`src/lsu_op_pkg.sv`:
```
package lsu_op_pkg;

    // access size, encoded as funct3[1:0]
    // 2'b11 is never produced by decode
    typedef enum logic [1:0] {
        width_byte = 2'b00,
        width_half = 2'b01,
        width_word = 2'b10
    } mem_width_t;

    // exception code carried down the pipe
    typedef logic [6:0] exp_code_t;

    localparam exp_code_t exp_none           = 7'd0;
    localparam exp_code_t exp_illegal        = 7'd2;
    localparam exp_code_t exp_load_misalign  = 7'd4;
    localparam exp_code_t exp_store_misalign = 7'd6;

    // destination register index
    typedef logic [4:0] reg_idx_t;

    // raw instruction word
    typedef logic [31:0] instr_t;

    // major opcodes of the two memory classes
    localparam logic [6:0] opc_load  = 7'b0000011;
    localparam logic [6:0] opc_store = 7'b0100011;

endpackage

```
`src/lsu_mem_pkg.sv`:
```
package lsu_mem_pkg;

    // cpu side address and data
    typedef logic [31:0] addr_t;
    typedef logic [31:0] data_t;

    // one enable per byte lane
    typedef logic [3:0] byte_en_t;

    // byte address space actually decoded
    localparam int addr_bits   = 8;
    localparam int offset_bits = 2;

    // backing store depth in words
    localparam int mem_words = 64;

    // direct-mapped geometry
    localparam int cache_lines = 8;
    localparam int idx_bits    = 3;
    localparam int tag_bits    = addr_bits - idx_bits - offset_bits;

    typedef logic [idx_bits-1:0]              line_idx_t;
    typedef logic [tag_bits-1:0]              tag_t;
    typedef logic [addr_bits-offset_bits-1:0] word_idx_t;

    // extra cycles spent on a read miss
    localparam int miss_penalty = 3;

endpackage

```
`src/lsu_if.sv`:
```
`timescale 1ns/1ps

// decoded memory op, decode to execute
interface lsu_dec_if;
    import lsu_op_pkg::*;
    import lsu_mem_pkg::*;

    logic       valid;
    logic       write;
    mem_width_t width;
    logic       sign_ext;
    reg_idx_t   rd;
    data_t      base;
    data_t      imm;
    data_t      st_data;
    exp_code_t  exp;

    modport producer (output valid, write, width, sign_ext, rd, base, imm, st_data, exp);
    modport consumer (input  valid, write, width, sign_ext, rd, base, imm, st_data, exp);
endinterface

// cache request plus the fields that ride along to result
interface lsu_req_if;
    import lsu_op_pkg::*;
    import lsu_mem_pkg::*;

    logic       valid;
    logic       op;
    addr_t      addr;
    byte_en_t   write_type;
    data_t      w_data;
    reg_idx_t   rd;
    mem_width_t width;
    logic       sign_ext;
    exp_code_t  exp;

    modport producer (output valid, op, addr, write_type, w_data, rd, width, sign_ext, exp);
    // access fields only
    modport cache    (input  valid, op, addr, write_type, w_data);
    // side fields, plus addr for the lane select
    modport result   (input  valid, op, addr, rd, width, sign_ext, exp);
endinterface

```
`src/lsu_decode.sv`:
```
`timescale 1ns/1ps

module lsu_decode (
    input  logic               clk,
    input  logic               reset,
    input  logic               in_valid,
    input  lsu_op_pkg::instr_t in_instr,
    input  lsu_mem_pkg::data_t in_rs1,
    input  lsu_mem_pkg::data_t in_rs2,
    input  logic               stall,
    lsu_dec_if.producer        dec
);
    import lsu_op_pkg::*;
    import lsu_mem_pkg::*;

    logic [6:0] opcode;
    logic [2:0] funct3;
    logic       is_load;
    logic       is_store;
    logic       supported;
    mem_width_t width_n;
    data_t      imm_n;

    assign opcode   = in_instr[6:0];
    assign funct3   = in_instr[14:12];
    assign is_load  = (opcode == opc_load);
    assign is_store = (opcode == opc_store);

    // loads: lb lh lw lbu lhu, stores: sb sh sw
    assign supported = (funct3[1:0] != 2'b11) &&
                       ((is_load && !(funct3[2] && funct3[1])) || (is_store && !funct3[2]));

    // size straight from funct3[1:0]
    // ops outside the set park on word
    assign width_n = supported ? mem_width_t'(funct3[1:0]) : width_word;

    // s-type splits the immediate around rd
    assign imm_n = is_store ? {{20{in_instr[31]}}, in_instr[31:25], in_instr[11:7]}
                            : {{20{in_instr[31]}}, in_instr[31:20]};

    always_ff @(posedge clk) begin
        if (reset) begin
            dec.valid <= 1'b0;
        end else if (!stall) begin
            dec.valid <= in_valid;
        end
    end

    // payload only moves with a live instruction
    always_ff @(posedge clk) begin
        if (!stall && in_valid) begin
            dec.write    <= is_store && supported;
            dec.width    <= width_n;
            // funct3[2] marks the unsigned loads
            dec.sign_ext <= is_load && !funct3[2];
            dec.rd       <= is_store ? reg_idx_t'(0) : in_instr[11:7];
            dec.base     <= in_rs1;
            dec.imm      <= imm_n;
            dec.st_data  <= in_rs2;
            dec.exp      <= supported ? exp_none : exp_illegal;
        end
    end

    // execute builds its byte enables from width
    a_width_legal : assert property (@(posedge clk) disable iff (reset)
        dec.valid |-> (dec.width inside {width_byte, width_half, width_word}));

endmodule

```
`src/lsu_execute.sv`:
```
`timescale 1ns/1ps

module lsu_execute (
    input  logic        clk,
    input  logic        reset,
    input  logic        stall,
    lsu_dec_if.consumer dec,
    lsu_req_if.producer req
);
    import lsu_op_pkg::*;
    import lsu_mem_pkg::*;

    addr_t      addr_n;
    logic [1:0] off;
    byte_en_t   be_base;
    logic       misalign;
    exp_code_t  exp_n;
    logic       valid_q;
    exp_code_t  exp_q;

    // effective address
    assign addr_n = dec.base + dec.imm;
    assign off    = addr_n[1:0];

    // lane mask before the shift
    always_comb begin
        case (dec.width)
            width_byte: be_base = 4'b0001;
            width_half: be_base = 4'b0011;
            default:    be_base = 4'b1111;
        endcase
    end

    // half needs even, word needs a multiple of four
    assign misalign = ((dec.width == width_half) && off[0]) ||
                      ((dec.width == width_word) && (off != 2'b00));

    // an illegal op from decode wins over misalignment
    always_comb begin
        if (dec.exp != exp_none) begin
            exp_n = dec.exp;
        end else if (misalign) begin
            exp_n = dec.write ? exp_store_misalign : exp_load_misalign;
        end else begin
            exp_n = exp_none;
        end
    end

    // control state, exp kept clean when the stage is empty
    always_ff @(posedge clk) begin
        if (reset) begin
            valid_q <= 1'b0;
            exp_q   <= exp_none;
        end else if (!stall) begin
            valid_q <= dec.valid;
            exp_q   <= dec.valid ? exp_n : exp_none;
        end
    end

    always_ff @(posedge clk) begin
        if (!stall && dec.valid) begin
            req.op         <= dec.write;
            req.addr       <= addr_n;
            // no enables at all for a read
            req.write_type <= dec.write ? byte_en_t'(be_base << off) : byte_en_t'(0);
            // store data moved into its byte lane
            req.w_data     <= dec.st_data << {off, 3'b000};
            req.rd         <= dec.rd;
            req.width      <= dec.width;
            req.sign_ext   <= dec.sign_ext;
        end
    end

    // faulting ops never reach the cache
    // hidden while result waits so the cache sees each op once
    assign req.valid = valid_q && (exp_q == exp_none) && !stall;
    assign req.exp   = exp_q;

    a_read_no_be : assert property (@(posedge clk) disable iff (reset)
        (valid_q && !req.op) |-> (req.write_type == '0));

endmodule

```
`src/lsu_dcache.sv`:
```
`timescale 1ns/1ps

module lsu_dcache (
    input  logic               clk,
    input  logic               reset,
    lsu_req_if.cache           req,
    output logic               data_valid,
    output lsu_mem_pkg::data_t r_data
);
    import lsu_mem_pkg::*;

    typedef enum logic [1:0] {
        idle,
        miss_wait,
        respond
    } state_t;

    typedef logic [$clog2(miss_penalty)-1:0] cnt_t;

    state_t                 state;
    cnt_t                   miss_cnt;
    logic [cache_lines-1:0] line_vld;
    tag_t                   tag_arr   [cache_lines];
    data_t                  line_data [cache_lines];
    data_t                  store_mem [mem_words];
    word_idx_t              req_widx;
    line_idx_t              req_idx;
    tag_t                   req_tag;
    word_idx_t              fill_widx;
    line_idx_t              fill_idx;
    logic                   hit;
    logic                   accept;
    logic                   fill_done;

    // byte-enable merge, shared by line and store
    function automatic data_t merge_bytes(data_t old_word, data_t new_word, byte_en_t be);
        data_t merged;
        merged = old_word;
        for (int i = 0; i < 4; i++) begin
            if (be[i]) begin
                merged[8*i +: 8] = new_word[8*i +: 8];
            end
        end
        return merged;
    endfunction

    // store starts out all zero
    initial begin
        for (int i = 0; i < mem_words; i++) begin
            store_mem[i] = '0;
        end
    end

    // {tag, index} is the word index
    assign req_widx  = req.addr[addr_bits-1:offset_bits];
    assign req_idx   = req_widx[idx_bits-1:0];
    assign req_tag   = req_widx[addr_bits-offset_bits-1:idx_bits];
    assign fill_idx  = fill_widx[idx_bits-1:0];
    assign hit       = line_vld[req_idx] && (tag_arr[req_idx] == req_tag);
    // no new work while a fill is counting down
    assign accept    = req.valid && (state != miss_wait);
    assign fill_done = (state == miss_wait) && (miss_cnt == '0);

    always_ff @(posedge clk) begin
        if (reset) begin
            state    <= idle;
            miss_cnt <= '0;
            line_vld <= '0;
        end else if (state == miss_wait) begin
            if (fill_done) begin
                state              <= respond;
                line_vld[fill_idx] <= 1'b1;
            end else begin
                miss_cnt <= miss_cnt - 1'b1;
            end
        end else if (accept && !req.op && !hit) begin
            // read miss
            state    <= miss_wait;
            miss_cnt <= cnt_t'(miss_penalty - 1);
        end else if (accept) begin
            // read hit or any write
            state <= respond;
        end else begin
            state <= idle;
        end
    end

    always_ff @(posedge clk) begin
        if (fill_done) begin
            line_data[fill_idx] <= store_mem[fill_widx];
            tag_arr[fill_idx]   <= fill_widx[addr_bits-offset_bits-1:idx_bits];
            r_data              <= store_mem[fill_widx];
        end else if (accept) begin
            if (req.op) begin
                // write-through, no allocate on a write miss
                store_mem[req_widx] <= merge_bytes(store_mem[req_widx], req.w_data,
                                                   req.write_type);
                if (hit) begin
                    line_data[req_idx] <= merge_bytes(line_data[req_idx], req.w_data,
                                                      req.write_type);
                end
            end else if (hit) begin
                r_data <= line_data[req_idx];
            end else begin
                fill_widx <= req_widx;
            end
        end
    end

    // one cycle pulse per accepted access
    assign data_valid = (state == respond);

    // execute must hide valid while result stalls on the miss
    a_no_req_in_miss : assert property (@(posedge clk) disable iff (reset)
        (state == miss_wait) |-> !req.valid);

endmodule

```
`src/lsu_result.sv`:
```
`timescale 1ns/1ps

module lsu_result (
    input  logic                  clk,
    input  logic                  reset,
    lsu_req_if.result             req,
    input  logic                  data_valid,
    input  lsu_mem_pkg::data_t    r_data,
    output logic                  stall,
    output logic                  wb_valid,
    output lsu_op_pkg::reg_idx_t  wb_rd,
    output lsu_mem_pkg::data_t    wb_data,
    output lsu_op_pkg::exp_code_t wb_exp
);
    import lsu_op_pkg::*;
    import lsu_mem_pkg::*;

    logic       pend;
    logic       pend_write;
    logic [1:0] pend_off;
    reg_idx_t   pend_rd;
    mem_width_t pend_width;
    logic       pend_sign;
    exp_code_t  pend_exp;
    logic       new_op;
    logic       done;
    data_t      lane;
    data_t      ext;

    // a faulting op arrives with valid low but a code set
    assign new_op = req.valid || (req.exp != exp_none);
    // faults finish at once, cache ops on data_valid
    assign done   = pend && ((pend_exp != exp_none) || data_valid);
    assign stall  = pend && (pend_exp == exp_none) && !data_valid;

    // addressed lane down to bit 0
    assign lane = r_data >> {pend_off, 3'b000};

    always_comb begin
        case (pend_width)
            width_byte: ext = pend_sign ? {{24{lane[7]}}, lane[7:0]} : {24'b0, lane[7:0]};
            width_half: ext = pend_sign ? {{16{lane[15]}}, lane[15:0]} : {16'b0, lane[15:0]};
            default:    ext = r_data;
        endcase
    end

    always_ff @(posedge clk) begin
        if (reset) begin
            pend     <= 1'b0;
            wb_valid <= 1'b0;
        end else begin
            wb_valid <= done;
            if (!stall) begin
                pend <= new_op;
            end
        end
    end

    always_ff @(posedge clk) begin
        if (!stall && new_op) begin
            pend_write <= req.op;
            pend_off   <= req.addr[1:0];
            pend_rd    <= req.rd;
            pend_width <= req.width;
            pend_sign  <= req.sign_ext;
            pend_exp   <= req.exp;
        end
        if (done) begin
            wb_rd   <= pend_rd;
            wb_exp  <= pend_exp;
            // stores and faults write back zero
            wb_data <= (pend_write || (pend_exp != exp_none)) ? data_t'(0) : ext;
        end
    end

    // cache only answers ops that result has taken
    a_dv_has_owner : assert property (@(posedge clk) disable iff (reset)
        data_valid |-> (pend && (pend_exp == exp_none)));

endmodule

```
`src/lsu_top.sv`:
```
`timescale 1ns/1ps

module lsu_top (
    input  logic                  clk,
    input  logic                  reset,
    input  logic                  in_valid,
    input  lsu_op_pkg::instr_t    in_instr,
    input  lsu_mem_pkg::data_t    in_rs1,
    input  lsu_mem_pkg::data_t    in_rs2,
    output logic                  stall,
    output logic                  wb_valid,
    output lsu_op_pkg::reg_idx_t  wb_rd,
    output lsu_mem_pkg::data_t    wb_data,
    output lsu_op_pkg::exp_code_t wb_exp
);
    import lsu_mem_pkg::*;

    // cache response, two plain wires
    logic  data_valid;
    data_t r_data;

    lsu_dec_if dec_bus ();
    lsu_req_if req_bus ();

    lsu_decode lsu_decode_inst (
        .clk      (clk),
        .reset    (reset),
        .in_valid (in_valid),
        .in_instr (in_instr),
        .in_rs1   (in_rs1),
        .in_rs2   (in_rs2),
        .stall    (stall),
        .dec      (dec_bus.producer)
    );

    lsu_execute lsu_execute_inst (
        .clk   (clk),
        .reset (reset),
        .stall (stall),
        .dec   (dec_bus.consumer),
        .req   (req_bus.producer)
    );

    lsu_dcache lsu_dcache_inst (
        .clk        (clk),
        .reset      (reset),
        .req        (req_bus.cache),
        .data_valid (data_valid),
        .r_data     (r_data)
    );

    // stall from here freezes decode and execute
    lsu_result lsu_result_inst (
        .clk        (clk),
        .reset      (reset),
        .req        (req_bus.result),
        .data_valid (data_valid),
        .r_data     (r_data),
        .stall      (stall),
        .wb_valid   (wb_valid),
        .wb_rd      (wb_rd),
        .wb_data    (wb_data),
        .wb_exp     (wb_exp)
    );

endmodule

```
`config.mk`:
```
export PLATFORM = sky130hd
export DESIGN_NAME = lsu_top
export DESIGN_NICKNAME = d
export VERILOG_FILES = /design/src/lsu_op_pkg.sv /design/src/lsu_mem_pkg.sv /design/src/lsu_if.sv /design/src/lsu_decode.sv /design/src/lsu_execute.sv /design/src/lsu_dcache.sv /design/src/lsu_result.sv /design/src/lsu_top.sv
export SDC_FILE = /design/constraint.sdc
export NUM_CORES = 2
export LEC_CHECK = 0
export BUFFER_PORTS_ARGS = -buffer_cell sky130_fd_sc_hd__buf_2
export CORE_AREA = 4 4 547 549
export DETAILED_ROUTE_END_ITERATION = 10
export DIE_AREA = 0 0 551 553
export GPL_ROUTABILITY_DRIVEN = 0
export PLACE_DENSITY = 0.61
export SLEW_MARGIN = 20
export SYNTH_ARGS = -nofsm -noshare
export SYNTH_HDL_FRONTEND = slang
export SYNTH_HIERARCHICAL = 1
export SYNTH_SLANG_ARGS = --single-unit
```
`constraint.sdc`:
```
create_clock -name clk -period 8.95 [get_ports clk]
set_clock_uncertainty 0.1 [all_clocks]
set_input_delay 0.895 -clock clk [delete_from_list [all_inputs] [get_ports clk]]
set_output_delay 0.895 -clock clk [all_outputs]
set_load 0.01 [all_outputs]
```
Word-level counts from Yosys, hierarchy flattened
Memories as Yosys holds them, arrays and structs flattened. A register that Yosys moved wholly into a read port is not among the register bits.
Cells that the tools add are included.
- input bits: 99
- memories: 3
- memory bits (writable): 2328
- word-level logic and storage cells: 198
- bits in registers: 240
- output and inout bits: 46
- shifts and indexed selects: 3
- mux-type cells: 78
- eq/ne operators: 17
- $lt $le $gt $ge: 3
- add/subtract/negate cells: 2
- reductions and logical operators: 54
- bitwise gates (word level): 4
- memories (name ; depth ; bits a word ; rd ports ; clocked after memory_dff ; wr ports ; line ; RTL):
    lsu_dcache_inst.store_mem ; 64 ; 32 ; 1 ; 1 ; 1 ; lsu_dcache.sv:25 ; data_t store_mem [mem_words];
    lsu_dcache_inst.line_data ; 8 ; 32 ; 1 ; 1 ; 1 ; lsu_dcache.sv:24 ; data_t line_data [cache_lines];
    lsu_dcache_inst.tag_arr ; 8 ; 3 ; 1 ; 1 ; 1 ; lsu_dcache.sv:23 ; tag_t tag_arr [cache_lines];
- operator list (kind ; count):
    8-bit two-way mux ; 36
    32-bit two-way mux ; 7
    32-bit case mux with 2 select lines ; 1
    32-bit OR reduction ; 1
    32-bit by 5-bit left shift with 32-bit output ; 1
    32-bit by 5-bit right shift with 16-bit output ; 1
    1-bit logical AND ; 22
    7-bit two-way mux ; 3
    7-bit nonzero test ; 3
    2-bit two-way mux ; 9
    4-bit inequality test (second input constant) ; 4
    7-bit logical NOT ; 2
    1-bit two-way mux ; 14
    2-bit AND reduction ; 6
    3-bit two-way mux ; 3
    8-bit adder ; 1
    3-bit by 4-bit less-than comparator with 1-bit output (second input constant) ; 2
    8-bit bitwise OR ; 1
    4-bit case mux with 2 select lines ; 1
    2-bit nonzero test ; 4
    7-bit by 2-bit equality test with 1-bit output (second input constant) ; 1
    7-bit by 6-bit equality test with 1-bit output (second input constant) ; 1
    2-bit by 1-bit equality test with 1-bit output (second input constant) ; 3
    1-bit logical NOT ; 6
    16 further kinds ; 28

Longest topological paths before layout
- word-level depth: 11
- gate-level depth with buffers: 13

Hierarchy
Netlist, hierarchy kept.
- by module, submodules not included (module ; instances ; area an instance (um^2) ; cells an instance ; sequential area each (um^2)):
    lsu_dcache ; 1 ; 91829.3 ; 4336 ; 71408.5
    lsu_execute ; 1 ; 5058.6 ; 464 ; 2472.4
    lsu_decode ; 1 ; 2996.6 ; 139 ; 2602.5
    lsu_result ; 1 ; 2710.1 ; 203 ; 1901.8

Worst setup path before layout
Ideal clock, no wire load.
- path kind: input to register
- start: input port in_valid
- end: register lsu_decode_inst.dec.base[0] (enable)
- slack: 3.629 ns
- data arrival time: 4.680 ns
- setup time: 0.541 ns
- cell stages on the path: 1
- cells stage by stage: nor2b_1
- cells in the longest elaborated chain, start to end: 1
- RTL lines (what ; line ; RTL):
    from (decl) ; lsu_top.sv:6 ; input logic in_valid,
    1-bit logical AND ; lsu_decode.sv:51 ; if (!stall && in_valid) begin
    to (signal assigned) ; lsu_decode.sv:57 ; dec.base <= in_rs1;
    to (decl) ; lsu_if.sv:18 ; modport producer (output valid, write, width, sign_ext, rd, base, imm, st_data, exp);
Every way passes these cells.
A chain may end at the register's enable or synchronous reset.

==> impl_results.rst <==
.. list-table::
   :header-rows: 1

   * - Metric
     - Value
   * - Status
     - completed
   * - Synthesized instance count
     - 4847
   * - DRT antenna net count
     - 0
   * - I/O pin cnt
     - 145
   * - CTS Hold Bufs
     - 0
   * - Most common library cell in the layout ignoring fill and taps
     - sky130_fd_sc_hd__edfxtp_1
   * - CP Class
     - flop to flop
   * - Worst Path Arrival
     - 5.46 ns
   * - Mean instance size in the synthesized netlist
     - 20.5 um2
   * - Number of standard-cell rows in the floorplan
     - 199
   * - Hold path endpoint
     - lsu_decode_inst/dec.base[0]$_DFFE_PP_
   * - Effective utilization at floorplan
     - 33.8%
   * - Detailed-route DRC error count
     - 0
   * - Largest net degree at the start of global routing
     - 130
   * - Full die area
     - 0.305 mm2
   * - Required time worst endpoint
     - 9.38 ns
   * - Worst hold path depth
     - 1
   * - Post-Route WL
     - 258000 um
   * - Share of layout cells above drive strength 1
     - 22.9%
   * - Leakage power total
     - 34.5 nW
   * - Number of I/O port buffers
     - 111
   * - Area growth from synthesis to layout
     - 13.5%
   * - Worst-path cell with the longest stage delay
     - sky130_fd_sc_hd__nor4_1
   * - Post-cts resize count
     - 0
   * - Drt via density
     - 5.49
   * - Number of clock buffers inserted by TritonCTS
     - 279
   * - Top Usage Layer GRT
     - met2
   * - CTS H-tree depth
     - 5
   * - Max-capacitance violation count
     - 0
   * - Element type at the critical path end
     - flop
   * - RSZ-0062 raised after global routing
     - false
   * - Wire length of the first global-routing pass
     - 363000 um
   * - Met1 GRT Util
     - 22.9%
   * - Power Density
     - 223 mW/mm2
   * - Fin crit share
     - 56.2%
   * - Tightest Hold Check Type
     - primary input to flop
   * - Insertion delay to the later sink of the worst-skew pair
     - 0.94 ns
   * - Actual transition at the worst max-transition pin
     - 1.16 ns
   * - HPWL Detailed
     - 149000 um
   * - Root Buffer Master
     - sky130_fd_sc_hd__clkbuf_16
   * - Fraction of met2 tracks used by global routing
     - 24.4%
   * - DP Cell Count
     - 8690
   * - GR Util All Layers
     - 16.4%
   * - CTS max path bufs
     - 4
   * - Most used cells in the layout excluding fill and tap cells
     - sky130_fd_sc_hd__edfxtp_1 (2539), sky130_fd_sc_hd__mux4_2 (538), sky130_fd_sc_hd__nor2_1 (349)
   * - Final non-filler cell total
     - 9192
   * - Core Region
     - 0.294 mm2
   * - Startpoint of the tightest hold check path
     - in_rs1[0]
   * - Setup slack, reg-to-reg
     - 3.92 ns
   * - Total power
     - 25.1 mW
   * - Filler Cells Inserted
     - 26298
   * - R2r worst-path depth
     - 7
   * - Final hold viol count
     - 0
   * - Series of cell instances along the critical path
     - buf_12 -> buf_4 -> mux4_2 -> a22oi_1 -> a21oi_1 -> nor4_1 -> mux2i_1
   * - Post-route cell area
     - 0.113 mm2
   * - Peak ir drop on the vdd network
     - 0.147 mV
   * - Worst relative slew slack
     - 22.0%
   * - Die X-Extent
     - 551 um
   * - Placed inst area
     - 0.104 mm2
   * - Global route overflow
     - 0
   * - Longest individual stage delay on the worst path
     - 0.93 ns
   * - Post-synthesis cell area
     - 0.0993 mm2
   * - Max FO, Critical Path
     - 82
   * - Die span in y
     - 553 um
   * - Post-CTS setup buffer count
     - 0
   * - Met3 global-route usage
     - 4.59%
   * - Antenna violations before repair
     - 27
   * - Highest attainable clock frequency
     - 199 MHz
   * - Net count reported at finish
     - 5161
   * - Sequential cell area
     - 0.0768 mm2
   * - Pins Over Slew Limit
     - 0
   * - Fin Setup TNS
     - 0 ns
   * - Setup-violating endpoint count in the final report
     - 0
   * - Clock Sinks
     - 2568
   * - Total number of vias
     - 50424
   * - Time the final worst path needs with I/O delays and setup
     - 5.03 ns
   * - Combined area of the multi-input logic cells
     - 0.0212 mm2
   * - Post-detailed-route wirelength per cell
     - 28.1 um
   * - Violation count after the first detailed-routing iteration
     - 6666
   * - Yosys warning total
     - 6
   * - Vias in the first global route
     - 49196
   * - Startpoint type of the worst setup path
     - flop
   * - Worst-path clk slew
     - 0.06 ns
   * - Reg2reg end
     - lsu_dcache_inst/line_data[1][16]$_DFFE_PP_
   * - CTS tree
     - built
   * - Number of iterations in the first detailed-routing pass
     - 6
## cell type report
type / count / area share [%]
Timing Repair Buffer: 219 / 1.29
Sequential cell: 2568 / 68.2
Tap cell: 3919 / 4.35
Multi-Input combinational cell: 1976 / 18.8
Clock buffer: 357 / 6.61
Inverter: 8 / 0.0266
Antenna cell: 32 / 0.0710
Clock inverter: 113 / 0.718
## metrics by stage
step / hold WS [ns] / setup slack, ns / utilization, %
after floorplan: 0.300 / 4.51 / -
after global placement: 0.301 / 3.98 / 35.5
after detailed placement: 0.307 / 3.89 / 35.5
after CTS: 0.0123 / 3.85 / 38.3
after global routing: 0.0113 / 3.59 / 38.3
final: 0.0514 / 3.92 / 38.4
## registers in the layout, indices dropped and copies added, names as in the netlist, 24 cells and up, named ones only
register                     flops
lsu_dcache_inst/store_mem     2048
lsu_dcache_inst/line_data      256
lsu_dcache_inst/r_data          32
lsu_decode_inst/dec.st_data     32
lsu_execute_inst/req.w_data     32
lsu_result_inst/wb_data         32
lsu_dcache_inst/tag_arr         24
## routing by layer
layer / part of all wire, % / wire [um] / vias up
met3: 11 / 28000 / 469
li1: - / - / 20578
met5: 0.11 / 286 / -
met2: 46 / 118000 / 2766
met4: 3.6 / 9290 / 35
met1: 40 / 103000 / 26576
## worst max-delay path by stage
| stage | to | slack [ns] | cells past startpoint |
|---|---|---|---|
| floorplan | lsu_dcache_inst/r_data[0]$_DFFE_PP_ | 4.51 | 7 |
| detailed placement | lsu_dcache_inst/line_data[3][16]$_DFFE_PP_ | 3.89 | 7 |
| finish | lsu_dcache_inst/line_data[1][16]$_DFFE_PP_ | 3.92 | 7 |
| global route | lsu_dcache_inst/line_data[1][16]$_DFFE_PP_ | 3.59 | 7 |
| CTS | lsu_dcache_inst/line_data[1][16]$_DFFE_PP_ | 3.85 | 7 |
| global placement | lsu_dcache_inst/line_data[1][16]$_DFFE_PP_ | 3.98 | 7 |
## report_power, final
| group | switching (mW) | internal, mW |
|---|---|---|
| combinational | 0.812 | 0.338 |
| clock | 4.41 | 6.16 |
| sequential | 0.0499 | 13.4 |
| total | 5.28 | 19.9 |
## worst max-delay path, delay by kind of cell (launching register included)
| kind | cells | cell delay, ns |
|---|---|---|
| AO/OA/AOI/OAI | 2 | 0.50 |
| buffers and inverters | 2 | 1.27 |
| flip-flops | 1 | 0.63 |
| AND/OR/NAND/NOR | 1 | 0.93 |
| multiplexers | 2 | 1.02 |
(Power assumes the default switching activity.)
